==> src/logic/gfx_pkg.sv <==
package gfx_pkg;

  // wide enough for any coordinate, width or height up to 1024
  localparam int coord_w = 10;

  typedef logic [coord_w-1:0] coord_t;

  // one pixel, 4 bits per channel
  typedef struct packed {
    logic [3:0] red;
    logic [3:0] grn;
    logic [3:0] blu;
  } rgb444_t;

  typedef enum logic {
    op_fill,
    op_clear
  } gfx_op_e;

  // what the host holds stable while cmd_req is high
  typedef struct packed {
    gfx_op_e op;
    coord_t  x0;
    coord_t  y0;
    coord_t  w;
    coord_t  h;
    rgb444_t color;
  } draw_cmd_t;

  // already checked against the visible area
  typedef struct packed {
    coord_t  x0;
    coord_t  y0;
    coord_t  w;
    coord_t  h;
    rgb444_t color;
  } rect_t;

  // syncs are active low
  typedef struct packed {
    coord_t x;
    coord_t y;
    logic   de;
    logic   hsync;
    logic   vsync;
  } scan_pos_t;

endpackage

==> src/logic/gfx_rect_fill.sv <==
module gfx_rect_fill #(
  parameter int h_visible = 640,
  parameter int v_visible = 480,
  localparam int addr_w = $clog2(h_visible * v_visible)
) (
  input  logic              pixel_clk,
  input  logic              rst_n,
  input  logic              rect_valid,
  input  gfx_pkg::rect_t    rect,
  output logic              rect_busy,
  output logic              wr_en,
  output logic [addr_w-1:0] wr_addr,
  output gfx_pkg::rgb444_t  wr_color
);

  typedef enum logic {
    idle,
    fill
  } state_e;

  state_e            state;
  gfx_pkg::coord_t   w_q;
  gfx_pkg::coord_t   h_q;
  gfx_pkg::rgb444_t  color_q;
  gfx_pkg::coord_t   x_cnt;
  gfx_pkg::coord_t   y_cnt;
  logic [addr_w-1:0] row_base;
  logic              last_col;
  logic              last_row;

  assign last_col = (x_cnt == w_q - 1'b1);
  assign last_row = (y_cnt == h_q - 1'b1);

  always_ff @(posedge pixel_clk) begin
    if (!rst_n) begin
      state    <= idle;
      x_cnt    <= '0;
      y_cnt    <= '0;
      row_base <= '0;
    end else begin
      case (state)
        idle: begin
          if (rect_valid) begin
            state <= fill;
            x_cnt <= '0;
            y_cnt <= '0;
            // the only multiply, once per rectangle
            row_base <= addr_w'(rect.y0 * h_visible + rect.x0);
          end
        end
        fill: begin
          if (last_col) begin
            x_cnt    <= '0;
            row_base <= row_base + addr_w'(h_visible);
            if (last_row) begin
              state <= idle;
            end else begin
              y_cnt <= y_cnt + 1'b1;
            end
          end else begin
            x_cnt <= x_cnt + 1'b1;
          end
        end
        default: state <= idle;
      endcase
    end
  end

  always_ff @(posedge pixel_clk) begin
    if (state == idle && rect_valid) begin
      w_q     <= rect.w;
      h_q     <= rect.h;
      color_q <= rect.color;
    end
  end

  // one pixel written on every busy cycle
  assign rect_busy = (state == fill);
  assign wr_en     = (state == fill);
  assign wr_addr   = row_base + addr_w'(x_cnt);
  assign wr_color  = color_q;

endmodule

==> config.mk <==
export PLATFORM = sky130hd
export DESIGN_NAME = gfx_rect_fill
export DESIGN_NICKNAME = d
export VERILOG_FILES = /design/src/logic/gfx_pkg.sv /design/src/logic/gfx_rect_fill.sv
export SDC_FILE = /design/constraint.sdc
export NUM_CORES = 1
export LEC_CHECK = 0
export ABC_AREA = 0
export BUFFER_PORTS_ARGS = -buffer_cell sky130_fd_sc_hd__buf_2
export CAP_MARGIN = 40
export CORE_MARGIN = 2
export CORE_UTILIZATION = 59
export CTS_BUF_LIST = sky130_fd_sc_hd__clkbuf_8
export DETAILED_ROUTE_END_ITERATION = 6
export PLACE_DENSITY = 0.9
export SLEW_MARGIN = 20
export SYNTH_ARGS = -nofsm -noshare
export SYNTH_HDL_FRONTEND = slang
export SYNTH_SLANG_ARGS = --single-unit
==> constraint.sdc <==
create_clock -name pixel_clk -period 2.96 [get_ports pixel_clk]
set_input_delay 0.296 -clock pixel_clk [delete_from_list [all_inputs] [get_ports pixel_clk]]
set_output_delay 0.296 -clock pixel_clk [all_outputs]
set_load 0.01 [all_outputs]
==> flow_summary.ini <==
[worst_setup_path]
cp.arrival_ns = 2.68
end_kind = primary output
start_kind = flip-flop
startpoint = x_cnt[0]
path_max_fanout = 2
reg2reg_from = w_q[1]
worstSetupPathType = reg -> out
r2r_cells = 10
worstPathRequired_ns = 2.66

[sta]
hold_violations = 0
fin_ws_ns = -0.01496
slew_violations = 0
rsz0062_at_grt = yes
setup_viol = 1
max_slew.worst_pin.slew_ns = 0.7588
maxSlewHeadroom_pct = 49.36
fin_crit_ns = 2.975
clock_skew_ns = 0.01140
fmax_mhz = 336.1
period_share_pct = 100.5

[clock_network]
cts_tree = done
cts_buffers = 9
clock_path_buffers = 2
cts_sinks = 72
htreeDepth = 3
cts_hold_buf = 0
clk_pin_slew_worst_paths_ns = 0.08
clock_latency_ns = 0.36
root_buffer = clkbuf_8

[global_route]
grt.total_usage_pct = 27.84
antenna_found_initial = 0
grt_pass1_vias = 4712
grt_max_degree = 44
grt_overflow = 0
grt_pass1_wl_mm = 21.82

[cells_and_area]
antennaDiodeCount = 0
synthToLayoutAreaGrowth_pct = 18.47
layout.cells.non_filler = 769
layout_commonest_cell = buf_2
final_cell_mix = buf_2, nand2_1, a21oi_1, nor2_1, dfxtp_1
nets = 751
drive_above_1_share_pct = 24.85
final_area_um2 = 6003

[floorplanning]
die_area_um2 = 9346
die_y_um = 96.68
start_util_pct = 61.36
rows = 33
die_x_um = 96.68
pin_count = 88
core_um2 = 8258

[min_path]
hold_path.class = in -> reg
hold_start = rect[15]
min_delay_path_depth = 1

[outcome]
violations = setup timing
status = finished with violations

[synthesis]
synth_warnings = 0
synth_top_area_share_pct = 18.96
netlist_area_um2 = 5067
synth_cells = 569
synth-seq-cells = 72
synth_area_per_cell_um2 = 8.906
synthTopCellsByArea = edfxtp_1, dfxtp_1, ha_1
yosysUniqueCellTypes = 68
synth_edf_count = 32
synth_flop_cell = dfxtp_1
synth_nets = 661
synth_top_area_cell = edfxtp_1
async_flop_share_pct = 0
ys_seq_area_share_pct = 34.77

[placement]
place_congestion = 0.8966
dp_cells = 747
io_buffers = 87
placed_area_um2 = 5600
dp_hpwl_mm = 9.230

[power]
p_per_area_nw_per_um2 = 454.0
ir_drop_mv = 0.4577
p_leak_nw = 2.512

[detailed_routing]
drtPass1Iterations = 6
routed_wl_mm = 13.05
ant_nets = 0
wl_per_cell_um = 16.97
vias = 4871
vias_per_cell = 6.334
drc = 0
first_iter_violations = 373

[flow_run]
drv.max_cap_violation_count = 0
-- kinds of logic after synthesis --
group                      synth area share, %
adders and majority gates                9.580
and+or+nand+nor                          21.41
DFF                                      34.77
muxes                                   0.1975
AOI/OAI and AO/OA                        20.52
xor gates and xnor gates                 9.333
buffers and inverters                    4.197
-- worst max-delay path: stages, from the launching register on --
cell and delay (ns):
dfxtp_2 0.36, ha_4 0.14, inv_2 0.04, fa_2 0.39, nor2b_2 0.14, o21ai_2 0.08, a21o_1 0.22, a31oi_4 0.15
a41oi_2 0.21, buf_4 0.21, buf_4 0.13, xnor2_2 0.11, buf_2 0.15
-- path summary, 6_finish.rpt --
kind                      end  slack (ns)
setup reg to reg     x_cnt[2]        0.19
setup / recovery  wr_addr[14]       -0.01
hold reg to reg   row_base[3]        0.46
hold / removal         h_q[3]        0.11
-- synth_stat cells, types with 3 or more instances --
library cell / number
nand2_1: 49
a21oi_1: 44
dfxtp_1: 40
nor2_1: 36
ha_1: 34
edfxtp_1: 32
xnor2_1: 31
nand3_1: 27
o21ai_0: 23
xor2_1: 23
inv_1: 21
clkbuf_1: 16
nor3_1: 14
and3_1: 11
a211oi_1: 9
a21o_1: 9
nand4_1: 9
o31ai_1: 9
or3_1: 9
a31oi_1: 8
nor2b_1: 7
nor4_1: 7
nand2b_1: 6
nor3b_1: 6
buf_2: 5
o211ai_1: 5
o221a_2: 5
or4_1: 5
o2111ai_1: 4
or2_2: 4
a311oi_1: 3
buf_4: 3
fa_1: 3
nor4b_1: 3
o21a_1: 3
o22ai_1: 3
-- report_power, final --
group	internal (mW)	total, mW	switching, mW
registers	1.09	1.15	0.0580
logic	0.238	0.563	0.325
clock network	0.639	1.01	0.373
-- flip-flops by register name, summed over array words and instances (netlist names) --
signal,flops
rect_busy,1
w_q,10
wr_color,12
h_q,10
x_cnt,10
row_base,19
y_cnt,10
-- metrics by stage --
stage	TNS, ns	total power [mW]	hold WS [ns]	utilization [%]	setup slack, ns
finish	-0.01496	2.726	0.1070	72.70	-0.01496
CTS	0	2.706	0.1065	71.64	0.003857
detailed placement	-0.2789	1.703	0.4538	67.82	-0.07360
global route	-0.5568	2.834	0.09375	72.70	-0.1532
floorplan	0	1.533	0.3949	-	0.1982
global placement	0	1.676	0.4480	67.82	0.07646
-- layer usage --
layer / share of wire, % / track usage (%)
met5: 0 / 0
met4: 3.0 / 8.884
met3: 5.7 / 5.708
met2: 53 / 50.53
met1: 39 / 32.79
-- area by class of cell --
type                    count  area (µm²)
inverters                  22       82.58
fillers                   624        2255
multi-input cells         449        3189
clock buffers               9       123.9
flip-flops and latches     72        1768
repair buffers            105       574.3
well taps                 105       131.4
clock inverters             7       133.9
-- what timing repair did --
item,4_1_cts,5_1_grt
pin swaps,3,13
setup endpoints to repair,15,36
resized for setup,9,16
setup buffers,3,4
Power figures use the tool's default switching activity.
