## src/logic/gfx_pkg.sv

```systemverilog
package gfx_pkg;

  // wide enough for any coordinate, width or height up to 1024
  localparam int coord_w = 10;

  typedef logic [coord_w-1:0] coord_t;

  // one pixel, 4 bits per channel
  typedef struct packed {
    logic [3:0] red;
    logic [3:0] grn;
    logic [3:0] blu;
  } rgb444_t;

  typedef enum logic {
    op_fill,
    op_clear
  } gfx_op_e;

  // what the host holds stable while cmd_req is high
  typedef struct packed {
    gfx_op_e op;
    coord_t  x0;
    coord_t  y0;
    coord_t  w;
    coord_t  h;
    rgb444_t color;
  } draw_cmd_t;

  // already checked against the visible area
  typedef struct packed {
    coord_t  x0;
    coord_t  y0;
    coord_t  w;
    coord_t  h;
    rgb444_t color;
  } rect_t;

  // syncs are active low
  typedef struct packed {
    coord_t x;
    coord_t y;
    logic   de;
    logic   hsync;
    logic   vsync;
  } scan_pos_t;

endpackage

```

## src/logic/vga_scanout.sv

```systemverilog
module vga_scanout #(
  parameter int h_visible = 640,
  parameter int v_visible = 480,
  localparam int addr_w = $clog2(h_visible * v_visible)
) (
  input  logic               pixel_clk,
  input  logic               rst_n,
  input  gfx_pkg::scan_pos_t pos,
  output logic [addr_w-1:0]  rd_addr,
  input  gfx_pkg::rgb444_t   rd_color,
  output logic [3:0]         vga_red,
  output logic [3:0]         vga_grn,
  output logic [3:0]         vga_blu,
  output logic               vga_hsync,
  output logic               vga_vsync,
  output logic               vga_de
);

  logic [addr_w-1:0] row_base;
  logic              de_d;
  logic              hsync_d;
  logic              vsync_d;

  // row_base follows pos.y without a multiply
  always_ff @(posedge pixel_clk) begin
    if (!rst_n) begin
      row_base <= '0;
    end else if (!pos.vsync) begin
      row_base <= '0;
    end else if (pos.de && pos.x == gfx_pkg::coord_w'(h_visible - 1)) begin
      row_base <= row_base + addr_w'(h_visible);
    end
  end

  assign rd_addr = row_base + addr_w'(pos.x);

  // stage 1 matches the memory read, stage 2 is the output register
  always_ff @(posedge pixel_clk) begin
    if (!rst_n) begin
      de_d      <= 1'b0;
      hsync_d   <= 1'b1;
      vsync_d   <= 1'b1;
      vga_de    <= 1'b0;
      vga_hsync <= 1'b1;
      vga_vsync <= 1'b1;
      vga_red   <= '0;
      vga_grn   <= '0;
      vga_blu   <= '0;
    end else begin
      de_d      <= pos.de;
      hsync_d   <= pos.hsync;
      vsync_d   <= pos.vsync;
      vga_de    <= de_d;
      vga_hsync <= hsync_d;
      vga_vsync <= vsync_d;
      // blank outside the visible area
      vga_red   <= de_d ? rd_color.red : 4'h0;
      vga_grn   <= de_d ? rd_color.grn : 4'h0;
      vga_blu   <= de_d ? rd_color.blu : 4'h0;
    end
  end

endmodule

```

## config.mk

```make
export PLATFORM = sky130hd
export DESIGN_NAME = vga_scanout
export DESIGN_NICKNAME = d
export VERILOG_FILES = /design/src/logic/gfx_pkg.sv /design/src/logic/vga_scanout.sv
export SDC_FILE = /design/constraint.sdc
export NUM_CORES = 1
export LEC_CHECK = 0
export ABC_AREA = 1
export BUFFER_PORTS_ARGS = -buffer_cell sky130_fd_sc_hd__buf_2
export CAP_MARGIN = 5
export CELL_PAD_IN_SITES_DETAIL_PLACEMENT = 0
export CELL_PAD_IN_SITES_GLOBAL_PLACEMENT = 1
export CORE_MARGIN = 2
export CORE_UTILIZATION = 33
export DETAILED_ROUTE_END_ITERATION = 6
export HOLD_SLACK_MARGIN = 0.03
export PLACE_DENSITY = 0.9
export SYNTH_ARGS = -nofsm -noshare
export SYNTH_HDL_FRONTEND = slang
export SYNTH_SLANG_ARGS = --single-unit
```

## constraint.sdc

```tcl
create_clock -name pixel_clk -period 5 [get_ports pixel_clk]
set_clock_uncertainty 0.15 [all_clocks]
set_input_delay 0.25 -clock pixel_clk [delete_from_list [all_inputs] [get_ports pixel_clk]]
set_output_delay 0.25 -clock pixel_clk [all_outputs]
set_load 0.01 [all_outputs]
```

==> impl_metrics.yaml <==
run_status:
  status: "complete, no violations"
placement:
  post-place-ws_ns: 2.77
  port_buffers: 60
  hpwl_mm: 2.46
  finalWeightedCongestion: 0.777
clock_network:
  cts_root_buf: "clkbuf_8"
  cts.htree.levels: 2
  insertion_delay_ns: 0.28
  cts_sinks: 30
  clockBufferDepth: 2
  cts_tree: "yes"
  cts_buffers: 5
  clk_pin_slew_ns: 0.06
global_route:
  grt_pass1_vias: 1334
  grt.total_usage_pct: 13.4
  grt_overflow: 0
  grt_pass1_wl_mm: 5.51
  grt_start_max_net_pins: 14
  antenna_found_initial: 0
floorplanning:
  ios: 71
  die_y_um: 71.3
  initial_utilization_pct: 34.3
  coreArea_um2: 4350
  die_w_um: 71.3
  rows: 24
  die_area_um2: 5090
routing:
  vias_per_cell: 4.27
  wl_per_cell_um: 9.64
  ant_nets: 0
  first_pass_iters: 4
  drc: 0
  wl_mm: 3.20
  drt_iter0_drc: 54
  vias: 1418
synth:
  synth_cell_types: 22
  syn_nets: 255
  yosys.area.top_type_share_pct: 40.2
  ys_seq_area_share_pct: 40.2
  ys.warnings.count: 0
  synthCells: 213
  yosys-top-cells-area: "dfxtp_1 (40%), nand2_1 (12%), nor2_1 (9.3%), inv_1 (9.0%), xor2_1 (4.1%)"
  synth_top_area_cell: "dfxtp_1"
  syn_area_um2: 1500
  synth.avg_cell_area_um2: 7.02
  synth_seq_cells: 30
sta:
  tns_ns: 0
  fmax_ghz: 0.405
  worstMarginPinSlew_ns: 0.397
  setup_viol: 0
  fin_crit_ns: 2.47
  hold_viol_final: 0
  setup_slack_ns: 2.53
  max-slew-margin-rel_pct: 73.5
  post-route-period-util_pct: 49.4
  slew_violations: 0
  rsz0062_at_grt: "false"
power:
  power_frac_clock_pct: 38.6
  p_sw_mw: 0.111
  power_per_cell_area_nw_per_um2: 239
  p_int_mw: 0.358
  power.share.combinational_pct: 9.2
  ir_drop_mv: 0.185
  switching_share_pct: 23.6
  seq_power_share_pct: 52.3
  p_leak_nw: 1.03
hold_path:
  hp-class: "in -> reg"
worst_setup_path:
  path_class: "reg -> out"
  path_common_cell: "nand2_1"
  slowest_delay_ns: 0.38
  path_cells: "ha_1 -> fa_1 -> nand2_1 -> inv_1 -> o21ai_1 -> nor2_1 -> nand2_1 -> xor2_1 -> buf_2"
  crit_path_end_kind: "output port"
  rrSetupSlack_ns: 3.48
  critPathArrivalTime_ns: 2.07
  cp_max_fo: 4
  crit_required_ns: 4.60
  crit_slowest_cell: "fa_1"
  worstSetupStartpointType: "flip-flop"
layout:
  num-nets-final: 322
  antenna_cells: 0
  nFillCells: 426
  layout-drive-gt1-share_pct: 28.2
  syn_to_final_growth_pct: 31.3
run:
  maxCapViolCount: 0
path summary, 6_finish.rpt:
check	startpoint	end	cells past startpoint
hold / removal	rd_color[6]	vga_grn[2]	3
setup reg to reg	row_base[8]	row_base[17]	8
setup / recovery	row_base[7]	rd_addr[17]	9
hold reg to reg	vsync_d	vga_vsync	2
through the flow:
stage               utilization [%]  power (mW)  std cells  hold WS [ns]  area [um2]
floorplan                         -       0.271        213         0.169        1500
global placement               41.4       0.288        317         0.235        1800
detailed placement             41.4       0.289        317         0.240        1800
CTS                            44.9       0.473        331        0.0307        1950
global route                   45.1       0.491        332        0.0326        1960
finish                         45.1       0.469        332        0.0374        1960
state kept, by name, summed over array words and instances (netlist names):
register   count
de_d           1
row_base      12
vga_grn        4
vga_blu        4
vga_vsync      1
vga_red        4
vga_de         1
vga_hsync      1
hsync_d        1
vsync_d        1
power groups by stage:
stage,Sequential [mW],Combinational [mW],Clock (mW)
after floorplan,0.252,0.0183,0
after global placement,0.250,0.0379,0
after detailed placement,0.250,0.0385,0
after CTS,0.245,0.0427,0.185
after global routing,0.245,0.0484,0.198
final,0.245,0.0429,0.181
cells in the mapped netlist (all sizes together):
| library cell | count |
|---|---|
| nand2 | 51 |
| nor2 | 42 |
| inv | 38 |
| dfxtp | 30 |
| nand3 | 11 |
| buf | 7 |
| xor2 | 7 |
| a21oi | 5 |
| nor3 | 5 |
| o21ai | 5 |
| ha | 4 |
| nand4 | 4 |
| xnor2 | 2 |
| clkbuf | 1 |
| fa | 1 |
area by class of cell:
| class | count | area (um2) | area share [%] |
|---|---|---|---|
| multi-input combinational | 137 | 696 | 35.4 |
| sequential | 30 | 601 | 30.6 |
| timing repair buffer | 68 | 380 | 19.4 |
| inverter | 38 | 143 | 7.27 |
| clock buffer | 5 | 68.8 | 3.51 |
| tap | 52 | 65.1 | 3.31 |
| clock inverter | 2 | 10.0 | 0.510 |
kinds of logic (layout without fill, tap and decap cells):
kind of cell,after synthesis,after routing,synth area share [%]
buffers and inverters,46,113,13.3
flip-flops,30,30,40.2
AND/OR/NAND/NOR,113,113,33.2
adder cells (fa/ha/maj),5,5,4.69
XOR/XNOR,9,9,5.27
AO/OA/AOI/OAI,10,10,3.35
placed cells by master, fill, tap and decap left out, types with 3 or more instances in the layout:
master,count
clkbuf_8,5
nor2_2,3
nand2_1,49
nor3_1,3
xor2_1,7
inv_1,36
a21oi_1,5
buf_2,60
ha_1,4
o21ai_0,4
nor2_1,37
nand3_1,10
nand4_1,4
dfxtp_1,30
dlygate4sd3_1,8
metal layers:
layer  track usage [%]  vias up  part of all wire [%]
met5                 0        -                     0
met4              1.89        0                     0
met3              6.19        0                   7.9
met2              23.9       38                    45
met1              15.1      614                    47
li1                  -      766                     -
worst max-delay path: cells and delay by family (launching register included):
family | cells | cell delay [ns]
adders and majority gates | 2 | 0.60
DFF | 1 | 0.34
and+or+nand+nor | 3 | 0.27
AOI/OAI and AO/OA | 1 | 0.25
buffers and inverters | 2 | 0.19
xor gates and xnor gates | 1 | 0.14
what timing repair did:
action / in CTS / in global routing
gates resized for setup: 0 / 0
hold buffers: 7 / 1
endpoints found under the setup margin: 0 / 0
buffers inserted: 0 / 0
endpoints found under the hold margin: 7 / 1
Note: power is estimated with default switching activity, not from simulation.
