===== config.mk =====
export PLATFORM = sky130hd
export DESIGN_NAME = vga_timing
export DESIGN_NICKNAME = d
export VERILOG_FILES = /design/src/logic/gfx_pkg.sv /design/src/logic/vga_timing.sv
export SDC_FILE = /design/constraint.sdc
export NUM_CORES = 1
export LEC_CHECK = 0
export BUFFER_PORTS_ARGS = -buffer_cell sky130_fd_sc_hd__buf_2
export CAP_MARGIN = 20
export CELL_PAD_IN_SITES_DETAIL_PLACEMENT = 1
export CELL_PAD_IN_SITES_GLOBAL_PLACEMENT = 2
export CORE_MARGIN = 4
export CORE_UTILIZATION = 30
export DETAILED_ROUTE_END_ITERATION = 6
export PLACE_DENSITY = 0.78
export REMOVE_ABC_BUFFERS = 1
export SLEW_MARGIN = 20
export SYNTH_ARGS = -nofsm -noshare
export SYNTH_HDL_FRONTEND = slang
export SYNTH_SLANG_ARGS = --single-unit

===== constraint.sdc =====
create_clock -name pixel_clk -period 2.1 [get_ports pixel_clk]
set_clock_uncertainty 0.1 [all_clocks]
set_input_delay 0.105 -clock pixel_clk [delete_from_list [all_inputs] [get_ports pixel_clk]]
set_output_delay 0.105 -clock pixel_clk [all_outputs]
set_load 0.01 [all_outputs]

===== src/logic/gfx_pkg.sv =====
package gfx_pkg;

  // wide enough for any coordinate, width or height up to 1024
  localparam int coord_w = 10;

  typedef logic [coord_w-1:0] coord_t;

  // one pixel, 4 bits per channel
  typedef struct packed {
    logic [3:0] red;
    logic [3:0] grn;
    logic [3:0] blu;
  } rgb444_t;

  typedef enum logic {
    op_fill,
    op_clear
  } gfx_op_e;

  // what the host holds stable while cmd_req is high
  typedef struct packed {
    gfx_op_e op;
    coord_t  x0;
    coord_t  y0;
    coord_t  w;
    coord_t  h;
    rgb444_t color;
  } draw_cmd_t;

  // already checked against the visible area
  typedef struct packed {
    coord_t  x0;
    coord_t  y0;
    coord_t  w;
    coord_t  h;
    rgb444_t color;
  } rect_t;

  // syncs are active low
  typedef struct packed {
    coord_t x;
    coord_t y;
    logic   de;
    logic   hsync;
    logic   vsync;
  } scan_pos_t;

endpackage


===== src/logic/vga_timing.sv =====
module vga_timing #(
  parameter int h_visible = 640,
  parameter int h_front   = 16,
  parameter int h_sync    = 96,
  parameter int h_back    = 48,
  parameter int v_visible = 480,
  parameter int v_front   = 10,
  parameter int v_sync    = 2,
  parameter int v_back    = 33
) (
  input  logic               pixel_clk,
  input  logic               rst_n,
  output gfx_pkg::scan_pos_t pos
);

  localparam int h_total      = h_visible + h_front + h_sync + h_back;
  localparam int v_total      = v_visible + v_front + v_sync + v_back;
  localparam int h_sync_start = h_visible + h_front;
  localparam int h_sync_end   = h_sync_start + h_sync;
  localparam int v_sync_start = v_visible + v_front;
  localparam int v_sync_end   = v_sync_start + v_sync;

  gfx_pkg::coord_t h_cnt;
  gfx_pkg::coord_t v_cnt;
  logic            h_last;
  logic            v_last;

  assign h_last = (h_cnt == gfx_pkg::coord_w'(h_total - 1));
  assign v_last = (v_cnt == gfx_pkg::coord_w'(v_total - 1));

  always_ff @(posedge pixel_clk) begin
    if (!rst_n) begin
      h_cnt <= '0;
      v_cnt <= '0;
    end else if (h_last) begin
      h_cnt <= '0;
      // line wrap advances the vertical counter
      if (v_last) begin
        v_cnt <= '0;
      end else begin
        v_cnt <= v_cnt + 1'b1;
      end
    end else begin
      h_cnt <= h_cnt + 1'b1;
    end
  end

  assign pos.x  = h_cnt;
  assign pos.y  = v_cnt;
  assign pos.de = (h_cnt < h_visible) && (v_cnt < v_visible);

  // both syncs active low inside their pulse window
  assign pos.hsync = !((h_cnt >= h_sync_start) && (h_cnt < h_sync_end));
  assign pos.vsync = !((v_cnt >= v_sync_start) && (v_cnt < v_sync_end));

endmodule


==> results by group <==
Yosys
  – Post-Syn Area: about 1100 um2
  – Synthesized instance count: ~120
  – Unique masters post-synth: 36
  – Sequential fraction of the synthesis area: 37.8%
  – Leading post-synthesis cells by cell area: dfxtp_1 38%, xor2_1 5.8%, ha_1 4.7%
  – Area share of the leading cell type in the synthesized netlist: a little under two fifths
  – Most area-hungry cell type in the Yosys netlist: dfxtp_1
  – Synth Warn #: 0
  – Synthesized area per cell: slightly below 9 um2
  – Number of synthesized register bits: 20

Floorplan
  – Area of the placeable core: 3360 um2
  – # IOs: 25
  – Area of the die: between 4000 and 5000 um2
  – Die Y: 67.4 um
  – Die Span X: just under 70 um
  – Core Rows: 21
  – Effective utilization at floorplan: 31.5%

Final layout
  – Antenna cells: 0
  – Area added between synthesis and finish: 27.5%
  – Share of cells above drive strength 1: between 20 and 30%
  – Fin nets: between 150 and 200

STA
  – Period utilization: between 90% and 100%
  – Setup TNS after final layout: 0 ns
  – Max Clk Rate: ~500 MHz
  – Final Hold Viols: 0
  – Final setup vio count: 0
  – Worst-Margin Slew: 0.598 ns
  – Worst Hold Margin: between 0.04 and 0.05 ns
  – Final count of pins violating max slew: 0
  – Post-layout worst setup margin: roughly 0.10 ns
  – Setup repair after global routing missed its margin: false
  – Max-slew headroom: roughly 60%
  – Post-layout min period: 2.00 ns

CTS
  – Buffer levels on the longest clock path: 2
  – Root buf cell: clkbuf_4
  – CTS tree: yes
  – Clock network latency to the later pin of the worst-skew pair: ~0.32 ns
  – Sinks on the clock net: 20
  – H-tree level count: 1
  – Post-cts hold buffer count: 0
  – Number of buffers inserted during clock tree synthesis: 3
  – Clock transition at the register clock pins on the worst setup and hold paths after CTS: between 0.1 and 0.15 ns

Power
  – Pwr/cell area: 550 nW/um2
  – VDD IR-drop max: around 230 uV
  – Cell leakage power: approximately 0.58 nW

Place
  – HPWL after detailed placement: between 2000 and 2500 um
  – Worst Setup Slack post-DPL: 0.131 ns
  – Port Buffer Count: 24
  – RD Place Congestion: between 0.8 and 0.9

Routing
  – Drt via density: between 5 and 6
  – Count of TritonRoute iterations in the first routing pass: 2
  – Via count: 1,007
  – Average wire per cell in the routed design: ~14 um
  – DRC Markers: 0
  – Final Routed Wirelength: approximately 2900 um
  – Initial drt markers: 32
  – Post-detailed-route count of antenna-violating nets: 0

Worst setup path
  – Startpoint type of the worst setup path: flip-flop
  – Cell repeated most along the worst path: buf_4
  – Cells on worst reg2reg path: 7
  – CP Cell Sequence: buf_4 > buf_4 > ha_1 > nand3_1 > or2_2 > or4_1 > a21boi_1
  – CP peak stage delay: a little over 0.4 ns
  – CP endpoint kind: flip-flop
  – Number of buffers and inverters on the critical path: 2
  – Peak fanout along the critical path: 6
  – Kind of cell adding the most delay to the critical path: simple AND/OR/NAND/NOR gates
  – Total number of cells along the worst setup path: 7
  – Slowest CP cell: or4_1
  – Arrival time of the worst setup path: 2.15 ns
  – Data required time of the critical path: 2.25 ns
  – CP Class: flip-flop to flip-flop

Min path
  – Worst min path class: input port to flip-flop
  – Worst Hold Path Cells: 2

Global route
  – Total GRT Usage: 13.8%
  – GRT Residual Overflow: 0
  – Wire length of the first global-routing pass: between 4000 and 5000 um
  – Via count of the first global-routing pass: around 1,000
  – Number of antenna violations at the first check in global routing: 0
  – Largest net degree at the start of global routing: 16

Job
  – Number of max-cap violations: 0

Outcome
  – Status: completed
## cell usage in the layout (no fill, tap or decap), types with 2 or more instances in the layout
| cell type | n |
|---|---|
| inv_1 | 4 |
| a21oi_1 | 2 |
| and3_1 | 5 |
| xor2_1 | 7 |
| and2_1 | 4 |
| and4_1 | 3 |
| buf_4 | 9 |
| buf_2 | 24 |
| nand3_1 | 7 |
| nand2_1 | 10 |
| dfxtp_2 | 3 |
| xnor2_1 | 2 |
| or3_1 | 2 |
| nand4_1 | 3 |
| clkbuf_4 | 3 |
| o21ai_0 | 9 |
| nor2_1 | 10 |
| dfxtp_1 | 16 |
| or4_1 | 4 |
| a21boi_1 | 5 |
| ha_1 | 4 |
## kinds of logic (layout without fill, tap and decap cells)
family          after synthesis  count (layout)  share of synthesized area [%]
simple gates                 58              58                           33.3
compound gates               21              21                           12.2
flops                        20              20                           37.8
xor+xnor                      9               9                           7.44
buf+inv                       8              41                           3.66
fa+ha+maj                     4               4                           4.72
mux                           1               1                          0.945
## layer usage
| layer | vias to the layer above | wire, um | track usage, % |
|---|---|---|---|
| met3 | 4 | 97 | 2.00 |
| li1 | 501 | - | - |
| met4 | 0 | 43 | 5.32 |
| met1 | 487 | 1350 | 17.8 |
| met2 | 15 | 1360 | 23.2 |
| met5 | - | 0 | 0 |
## synth_stat cells
cell type	n
o22ai_1	1
ha_1	4
and4_1	3
or3b_1	1
nor3b_1	1
nand2_1	10
clkbuf_1	2
a31oi_1	1
dfxtp_1	20
xnor2_1	2
nand4_1	3
nand3_1	7
a21boi_0	1
or4b_1	1
or4b_2	1
a21oi_1	2
nand4b_1	1
o21ai_0	9
nor2_1	10
and3_1	5
buf_2	1
xor2_1	7
a22oi_1	1
a21boi_1	5
mux2i_1	1
or3_1	2
nor4b_4	1
buf_6	1
inv_1	4
or2_2	1
nor4b_1	1
a41oi_1	1
nor3_1	1
nand3_2	1
or4_1	4
and2_1	4
## power breakdown
part	internal (mW)	switching (mW)
logic	0.0104	0.0145
registers	0.384	0.00620
clock network	0.193	0.135
## per-stage QoR
step	instance area (um2)	utilization (%)	power [mW]	std cells
2_1_floorplan	1040	-	0.411	117
3_3_place_gp	1270	37.6	0.423	194
3_5_place_dp	1270	37.6	0.425	194
4_1_cts	1330	39.6	0.757	199
5_1_grt	1350	40.2	0.768	200
6_report	1350	40.2	0.743	200
## final cells by class
class,instances,area (um2)
repair buffers,33,188
inverters,4,15.0
clock buffers,3,22.5
fillers,440,2010
well taps,46,57.6
clock inverters,1,30.0
flip-flops and latches,20,408
multi-input cells,93,631
## worst register-to-register path: stages (launching register included)
cell and delay, ns:
dfxtp_4 0.37, buf_4 0.10, buf_4 0.12, ha_1 0.24, nand3_1 0.14, or2_2 0.32
or4_1 0.41, a21boi_1 0.14
## sequential cells by signal, indices dropped and copies added, names as in the netlist
| register | count |
|---|---|
| h_cnt | 10 |
| v_cnt | 10 |
## final timing paths
check            from       end  slack [ns]
min             rst_n  h_cnt[1]        0.05
max          v_cnt[1]  v_cnt[8]        0.10
min reg2reg  h_cnt[0]  h_cnt[0]        0.37
max reg2reg  v_cnt[1]  v_cnt[8]        0.10
## what timing repair did
item,in CTS,in global routing
setup endpoints to repair,1,5
setup buffers,1,1
pin swaps,0,1
resized for setup,3,4
No activity file was read; power rests on OpenSTA's default activity.
