--- config.mk ---
export PLATFORM = sky130hd
export DESIGN_NAME = gfx_cmd_intake
export DESIGN_NICKNAME = d
export VERILOG_FILES = /design/src/logic/gfx_pkg.sv /design/src/logic/gfx_cmd_intake.sv
export SDC_FILE = /design/constraint.sdc
export NUM_CORES = 1
export LEC_CHECK = 0
export BUFFER_PORTS_ARGS = -buffer_cell sky130_fd_sc_hd__buf_2
export CORE_AREA = 2 2 102 74
export CTS_CLUSTER_DIAMETER = 150
export DETAILED_ROUTE_END_ITERATION = 10
export DIE_AREA = 0 0 104 76
export PLACE_DENSITY = 0.74
export SLEW_MARGIN = 20
export SYNTH_ARGS = -nofsm -noshare
export SYNTH_HDL_FRONTEND = slang
export SYNTH_SLANG_ARGS = --single-unit
--- constraint.sdc ---
create_clock -name pixel_clk -period 4.43 [get_ports pixel_clk]
set_input_delay 0 -clock pixel_clk [delete_from_list [all_inputs] [get_ports pixel_clk]]
set_output_delay 0 -clock pixel_clk [all_outputs]
set_load 0.005 [all_outputs]
--- src/logic/gfx_pkg.sv ---
package gfx_pkg;

  // wide enough for any coordinate, width or height up to 1024
  localparam int coord_w = 10;

  typedef logic [coord_w-1:0] coord_t;

  // one pixel, 4 bits per channel
  typedef struct packed {
    logic [3:0] red;
    logic [3:0] grn;
    logic [3:0] blu;
  } rgb444_t;

  typedef enum logic {
    op_fill,
    op_clear
  } gfx_op_e;

  // what the host holds stable while cmd_req is high
  typedef struct packed {
    gfx_op_e op;
    coord_t  x0;
    coord_t  y0;
    coord_t  w;
    coord_t  h;
    rgb444_t color;
  } draw_cmd_t;

  // already checked against the visible area
  typedef struct packed {
    coord_t  x0;
    coord_t  y0;
    coord_t  w;
    coord_t  h;
    rgb444_t color;
  } rect_t;

  // syncs are active low
  typedef struct packed {
    coord_t x;
    coord_t y;
    logic   de;
    logic   hsync;
    logic   vsync;
  } scan_pos_t;

endpackage

--- src/logic/gfx_cmd_intake.sv ---
module gfx_cmd_intake #(
  parameter int h_visible = 640,
  parameter int v_visible = 480
) (
  input  logic               pixel_clk,
  input  logic               rst_n,
  input  logic               cmd_req,
  input  gfx_pkg::draw_cmd_t cmd,
  output logic               cmd_ack,
  output logic               cmd_error,
  input  logic               rect_busy,
  output logic               rect_valid,
  output gfx_pkg::rect_t     rect
);

  typedef enum logic [1:0] {
    idle,
    acked,
    wait_low
  } state_e;

  state_e                    state;
  logic [gfx_pkg::coord_w:0] x_end;
  logic [gfx_pkg::coord_w:0] y_end;
  logic                      bad_size;
  logic                      out_of_bounds;
  logic                      reject;
  logic                      take;

  // extra top bit so the end coordinate cannot wrap
  assign x_end         = {1'b0, cmd.x0} + {1'b0, cmd.w};
  assign y_end         = {1'b0, cmd.y0} + {1'b0, cmd.h};
  assign bad_size      = (cmd.w == '0) || (cmd.h == '0);
  assign out_of_bounds = (x_end > h_visible) || (y_end > v_visible);

  // a clear ignores its coordinates, so it is never rejected
  assign reject = (cmd.op == gfx_pkg::op_fill) && (bad_size || out_of_bounds);

  // new command only when the rasterizer is free, otherwise the host waits
  assign take = (state == idle) && cmd_req && !rect_busy;

  always_ff @(posedge pixel_clk) begin
    if (!rst_n) begin
      state      <= idle;
      cmd_ack    <= 1'b0;
      cmd_error  <= 1'b0;
      rect_valid <= 1'b0;
    end else begin
      rect_valid <= 1'b0;
      case (state)
        idle: begin
          if (take) begin
            cmd_ack    <= 1'b1;
            cmd_error  <= reject;
            rect_valid <= !reject;
            state      <= acked;
          end
        end
        acked: begin
          // hold ack until the host lets go of req
          if (!cmd_req) begin
            cmd_ack   <= 1'b0;
            cmd_error <= 1'b0;
            state     <= wait_low;
          end
        end
        wait_low: begin
          // ack is low again, the host may already raise the next req
          state <= idle;
        end
        default: state <= idle;
      endcase
    end
  end

  always_ff @(posedge pixel_clk) begin
    if (take) begin
      if (cmd.op == gfx_pkg::op_clear) begin
        rect.x0 <= '0;
        rect.y0 <= '0;
        rect.w  <= gfx_pkg::coord_w'(h_visible);
        rect.h  <= gfx_pkg::coord_w'(v_visible);
      end else begin
        rect.x0 <= cmd.x0;
        rect.y0 <= cmd.y0;
        rect.w  <= cmd.w;
        rect.h  <= cmd.h;
      end
      rect.color <= cmd.color;
    end
  end

endmodule

==> run summary, run 1 <==
Die Span Y - 76 um
Worst Path Required - 4.66 ns
gr ovfl total - 0
asr flop ratio synth - 0%
Comb pwr share - 18.1%
CP arrival - 2.78 ns
ys flop type - edfxtp_1
Sw Ratio - 24.3%
relative slew slack - 51.6%
TritonCTS clock tree - done
fin area - 4180 um^2
Max-cap violations - 0
register area share after synthesis - 55.8%
CTS Buf Count - 9
Setup Buffers After CTS - 0
port bufs - 111
Die X - 104 um
hold path startpoint - cmd[39]
fraction of layout cells with a size suffix above 1 - 36.1%
number of global-route vias before repair - 2399
final worst slack - 1.88 ns
routability-driven placement congestion ratio - 0.871
antenna violations before repair - 0
FF-to-FF End - rect[18]$_SDFFCE_PP1P_
area growth from synthesis to layout - 40.3%
syn_nets - 323
Antenna Nets Post-Route - 0
clk root buf - clkbuf_8
clock buffer depth - 2
clk slew on worst S/H paths - 0.06 ns
pwr/cell area - 333 nW/um^2
hold depth - 2
Yosys Warn Count - 0
via count - 2479
synthesized-area fraction occupied by and/or/nand/nor cells - 18.1%
fin crit share - 57.6%
DP HPWL - 5370 um
first-pass GRT wire length - 11900 um
maximum clock rate - 392 MHz
WL per Instance - 15.1 um
Clk pwr share - 37.2%
Site Rows - 26
Lkg Pwr - 0.00176 uW
worst r2r src - state[1]$_SDFFE_PN0P_
Worst Hold Class - in -> reg
Mapped Area - 2980 um^2
initial core utilization - 42.4%
Clock Sinks - 57
Mean Syn Cell Area - 12.2 um^2
Synth area leaders - edfxtp_1 (52%), ha_1 (8.4%), nor2b_1 (6.9%)
minimum clock period - 2.55 ns
commonest cells in the netlist - edfxtp_1 (52), nor2b_1 (33), ha_1 (20)
Post-Synth Adder-Cell Area - 9.74%
Die ar. - 7900 um^2
total global-route track usage - 19.2%
post-synthesis mux area share - 0%
crit path max fanout - 6
top-count cell post-synth - edfxtp_1
P_int - 1050 uW
EDFF count, synth - 52
largest net degree at the start of global routing - 55
Top Ports - 112
largest family of logic cells by synthesized area - simple AND/OR/NAND/NOR gates
vias per inst - 4.99
Slew Limit Fails - 0
ant diodes - 0
setup TNS - 0 ns
Synth Area in XOR/XNOR - 2.94%
Hold Path Sink - rect[39]$_SDFFCE_PP0P_
R2R cell count - 3
worst vdd ir - 165 uV
number of fill cells in the layout - 566
synthesis-stage register bit count - 57
Remaining DRCs - 0
unrepaired setup endpoints after global routing - no
Cells after Synth - 244
reg2reg setup slack - 2.82 ns
Core Box Area - 7030 um^2
crit path capture type - flip-flop
cts repair resizes - 0
Unique masters post-synth - 49
clk_lat worst skew - 0.34 ns
DRT Wirelength - 7530 um
fin nets - 473
final hold vios - 0
Crit Path Category - in -> reg
1st-pass router iterations - 4
status - completed
Iteration-0 DRC Markers - 132
final setup violating endpoints - 0
launch point of the worst path - cmd[36]
top cell type's share of synthesized area - 52.4%
Worst Tran Pin Value - 0.726 ns
Post-DP Area - 3650 um^2
final core occ - 59.5%
Synth Area in Compound Gates - 11.4%
cell taking the most area after synthesis - edfxtp_1
Worst setup SP type - input pin
Layout Skew - 0.00355 ns
Switch Pwr - 338 uW
H-tree levels - 3
Sequential Power Share - 44.7%
DP Worst Slack - 1.94 ns
==> cell families after synthesis <==
logic type	after synthesis
and+or+nand+nor	94
DFF	57
AOI/OAI and AO/OA	47
adders and majority gates	22
buffers and inverters	14
xor gates and xnor gates	10
==> per-stage QoR <==
stage	power, uW	std cells	hold slack, ns
after global routing	1450	497	0.00916
after global placement	852	449	0.177
after floorplan	776	244	0.0989
final	1390	497	0.00477
after detailed placement	860	449	0.178
after CTS	1400	497	0.00102
==> metal layers <==
layer | vias to the layer above | global-route usage, % | part of all wire (%)
met5 | - | 0 | 0
met4 | 0 | 5.81 | 1.8
met3 | 12 | 5.56 | 4.6
met2 | 64 | 31.1 | 48
met1 | 1189 | 25.1 | 46
li1 | 1214 | - | -
==> final cells by class <==
cell class | count | area [um^2] | share of cell area [%]
well taps | 98 | 123 | 2.93
repair buffers | 144 | 883 | 21.1
clock buffers | 10 | 128 | 3.05
inverters | 9 | 33.8 | 0.808
flip-flops and latches | 57 | 1660 | 39.7
clock inverters | 6 | 82.6 | 1.98
multi-input cells | 173 | 1270 | 30.4
==> worst max-delay path: stages <==
cell and delay (ns):
dlygate4sd3_1 0.53, buf_2 0.13, ha_1 0.36, and3_1 0.18
a221o_1 0.38, nor3_2 0.20, a211oi_1 0.07, or4_1 0.54
a31oi_1 0.18, a31oi_1 0.07, nor2b_1 0.14
==> power groups by stage <==
stage / Sequential (uW) / Combinational (uW) / Clock [uW]
after floorplan: 637 / 139 / 0
after global placement: 632 / 220 / 0
after detailed placement: 633 / 227 / 0
after CTS: 622 / 250 / 525
after global routing: 624 / 277 / 549
final: 622 / 252 / 518
==> flip-flops by register name, summed over array words and instances, names as in the netlist <==
name / flops
state: 2
rect_valid: 1
cmd_ack: 1
cmd_error: 1
rect: 52
==> layout by cell type (no fill, tap or decap), drive strengths merged, types with 2 or more instances in the layout <==
| cell | count |
|---|---|
| nor2b | 33 |
| and3 | 3 |
| a31oi | 4 |
| dlygate4sd3 | 32 |
| nand2 | 5 |
| ha | 20 |
| nand3 | 4 |
| buf | 112 |
| xor2 | 4 |
| nor4 | 4 |
| edfxtp | 52 |
| dfxtp | 5 |
| fa | 2 |
| xnor2 | 6 |
| nor2 | 15 |
| a21oi | 9 |
| a211o | 2 |
| clkinv | 4 |
| a21o | 4 |
| o22ai | 2 |
| o31ai | 3 |
| nor3 | 9 |
| clkbuf | 10 |
| inv | 9 |
| nand3b | 4 |
| or3 | 2 |
| nand2b | 2 |
| o21a | 4 |
| bufinv | 2 |
| o21ai | 7 |
| or2 | 8 |
| a311o | 2 |
==> timing repair <==
action	4_1_cts	5_1_grt
endpoints found under the hold margin	36	0
hold buffers	32	0
endpoints found under the setup margin	0	0
==> worst max-delay path by stage <==
stage	depth (start not counted)	endpoint	slack (ns)
CTS	11	rect_valid$_SDFF_PN0_	1.90
detailed placement	12	rect_valid$_SDFF_PN0_	1.94
floorplan	3	cmd_error$_SDFFE_PN0P_	1.41
finish	11	rect_valid$_SDFF_PN0_	1.88
global placement	12	rect_valid$_SDFF_PN0_	2.00
global route	11	rect_valid$_SDFF_PN0_	1.74
(Power assumes the default switching activity.)
==> run 2, diff against run 1 <==
--- a/config.mk
+++ b/config.mk
@@ -6,11 +6,11 @@
 export NUM_CORES = 1
 export LEC_CHECK = 0
 export BUFFER_PORTS_ARGS = -buffer_cell sky130_fd_sc_hd__buf_2
-export CORE_AREA = 2 2 102 74
+export CORE_AREA = 2 2 97 71
 export CTS_CLUSTER_DIAMETER = 150
 export DETAILED_ROUTE_END_ITERATION = 10
-export DIE_AREA = 0 0 104 76
-export PLACE_DENSITY = 0.74
+export DIE_AREA = 0 0 99 73
+export PLACE_DENSITY = 0.78
 export SLEW_MARGIN = 20
 export SYNTH_ARGS = -nofsm -noshare
 export SYNTH_HDL_FRONTEND = slang
==> constraint.sdc (replaced) <==
create_clock -name pixel_clk -period 2.6 [get_ports pixel_clk]
set_input_delay 0 -clock pixel_clk [delete_from_list [all_inputs] [get_ports pixel_clk]]
set_output_delay 0 -clock pixel_clk [all_outputs]
set_load 0.005 [all_outputs]
==> run 2 against run 1 <==
Design area decreased by 0.45%. Via count grew 1.4%. Sequential power is 70% higher. Combinational power grew 73%. Sequential share of layout area grew 0.18 points.
==> run summary, run 2 (synthesized netlist as in run 1, its figures left out) <==
total power - 2280 uW
Die ar. - 7230 um^2
Antenna Nets Post-Route - 0
status - completed
via count - 2514
unrepaired setup endpoints after global routing - no
ant diodes - 0
routability-driven placement congestion ratio - 0.824
worst vdd ir - 240 uV
crit path max fanout - 6
DP HPWL - 5410 um
WL per Instance - 16.0 um
Die X - 99 um
fraction of layout cells with a size suffix above 1 - 36.4%
largest net degree at the start of global routing - 55
clk_lat worst skew - 0.33 ns
most common cell after layout, fill and taps aside - buf_2
Setup Buffers After CTS - 0
Worst Hold Class - in -> reg
crit path max-delay cell type - dlygate4sd3_1
area growth from synthesis to layout - 39.7%
clk slew on worst S/H paths - 0.07 ns
maximum clock rate - 397 MHz
Worst Tran Pin Value - 0.732 ns
crit path capture type - flip-flop
WP buf/inv - 2
Clock Sinks - 57
clock buffer depth - 2
setup TNS - 0 ns
CP arrival - 2.75 ns
1st-pass router iterations - 4
Iteration-0 DRC Markers - 178
most frequent cells in the layout - buf_2 (111), edfxtp_1 (52), dlygate4sd3_1 (34)
total global-route track usage - 21.4%
fin nets - 475
Layout Skew - 0.00711 ns
max FFs per register - 52
H-tree levels - 3
final hold vios - 0
crit-path most repeated cell - a31oi_1
Die Span Y - 73 um
initial core utilization - 46.5%
DRT Wirelength - 7700 um
crit-path cells - dlygate4sd3_1, buf_2, ha_1, and3_2, a221o_1, nor3_2, a211oi_1, or4_1, a31oi_1, a31oi_1, nor2b_1
pwr/cell area - 549 nW/um^2
antenna violations before repair - 0
biggest regs - rect (52), state (2)
Reg with most FFs - rect
relative slew slack - 51.2%
Worst Path Required - 2.83 ns
first-pass GRT wire length - 11800 um
Lkg Pwr - 0.00175 uW
slowest cell delay on critical path - 0.53 ns
Core Box Area - 6410 um^2
CTS Buf Count - 9
number of global-route vias before repair - 2417
final setup violating endpoints - 0
vias per inst - 5.22
Site Rows - 25
Crit Path Category - in -> reg
gr ovfl total - 0
Worst setup SP type - input pin
fin crit share - 96.9%
port bufs - 111
Max-cap violations - 0
TritonCTS clock tree - done
Top Ports - 112
minimum clock period - 2.52 ns
Remaining DRCs - 0
delay-heaviest family, CP - simple AND/OR/NAND/NOR gates
Slew Limit Fails - 0
clk root buf - clkbuf_8
[run 2: changes by cell type in the layout (fill, tap and decap cells not counted), sizes merged]
cell | before | now
clkinv | 4 | 3
clkinvlp | 0 | 2
bufinv | 2 | 1
dlygate4sd3 | 32 | 34
[run 2: layout make-up]
class | count | area (um^2)
multi-input cells | 173 | 1270
fillers | 476 | 2250
clock buffers | 10 | 128
well taps | 81 | 101
clock inverters | 6 | 58.8
inverters | 9 | 33.8
repair buffers | 146 | 903
flip-flops and latches | 57 | 1660
[run 2: per-layer routing]
metal / vias up / GRT usage (%) / share of wire (%)
met3: 22 / 5.17 / 6.7
li1: 1219 / - / -
met2: 121 / 33.6 / 48
met1: 1152 / 28.0 / 43
met4: 0 / 11.3 / 2.8
met5: - / 0 / 0
[run 2: what timing repair did]
action	in CTS	in global routing
hold buffers	34	0
endpoints found under the hold margin	38	0
endpoints found under the setup margin	0	2
resized for setup	0	2
[run 2: stage by stage]
step / area, um^2 / utilization [%] / worst slack (ns) / std cells / hold slack [ns]
after global routing: 4160 / 64.9 / 0.00653 / 482 / 0.0151
after global placement: 3630 / 56.6 / 0.174 / 432 / 0.177
after detailed placement: 3630 / 56.6 / 0.0845 / 432 / 0.178
after CTS: 4160 / 64.8 / 0.0899 / 482 / 0.00186
final: 4160 / 64.9 / 0.0801 / 482 / 0.0191
after floorplan: 2990 / - / 0.402 / 244 / 0.0989
[run 2: worst paths after layout]
kind | end | depth (start not counted) | startpoint | slack, ns
min reg2reg | cmd_error$_SDFFE_PN0P_ | 2 | cmd_error$_SDFFE_PN0P_ | 0.52
max reg2reg | rect[39]$_SDFFCE_PP0P_ | 3 | state[1]$_SDFFE_PN0P_ | 0.98
min | rect[28]$_SDFFCE_PP0P_ | 2 | cmd[28] | 0.02
max | rect_valid$_SDFF_PN0_ | 11 | cmd[36] | 0.08
[run 2: power by group]
part	switching [uW]	internal, uW	leakage [uW]	total (uW)
registers	11.6	1050	0.000532	1060
clock network	354	436	0.0000897	789
logic	220	216	0.00113	435
[run 2: worst register-to-register path, cell delays in order (launching register included)]
cell	delay (ns)
dfxtp_1	0.32
nand2b_1	0.21
nor3_4	0.13
buf_4	0.57
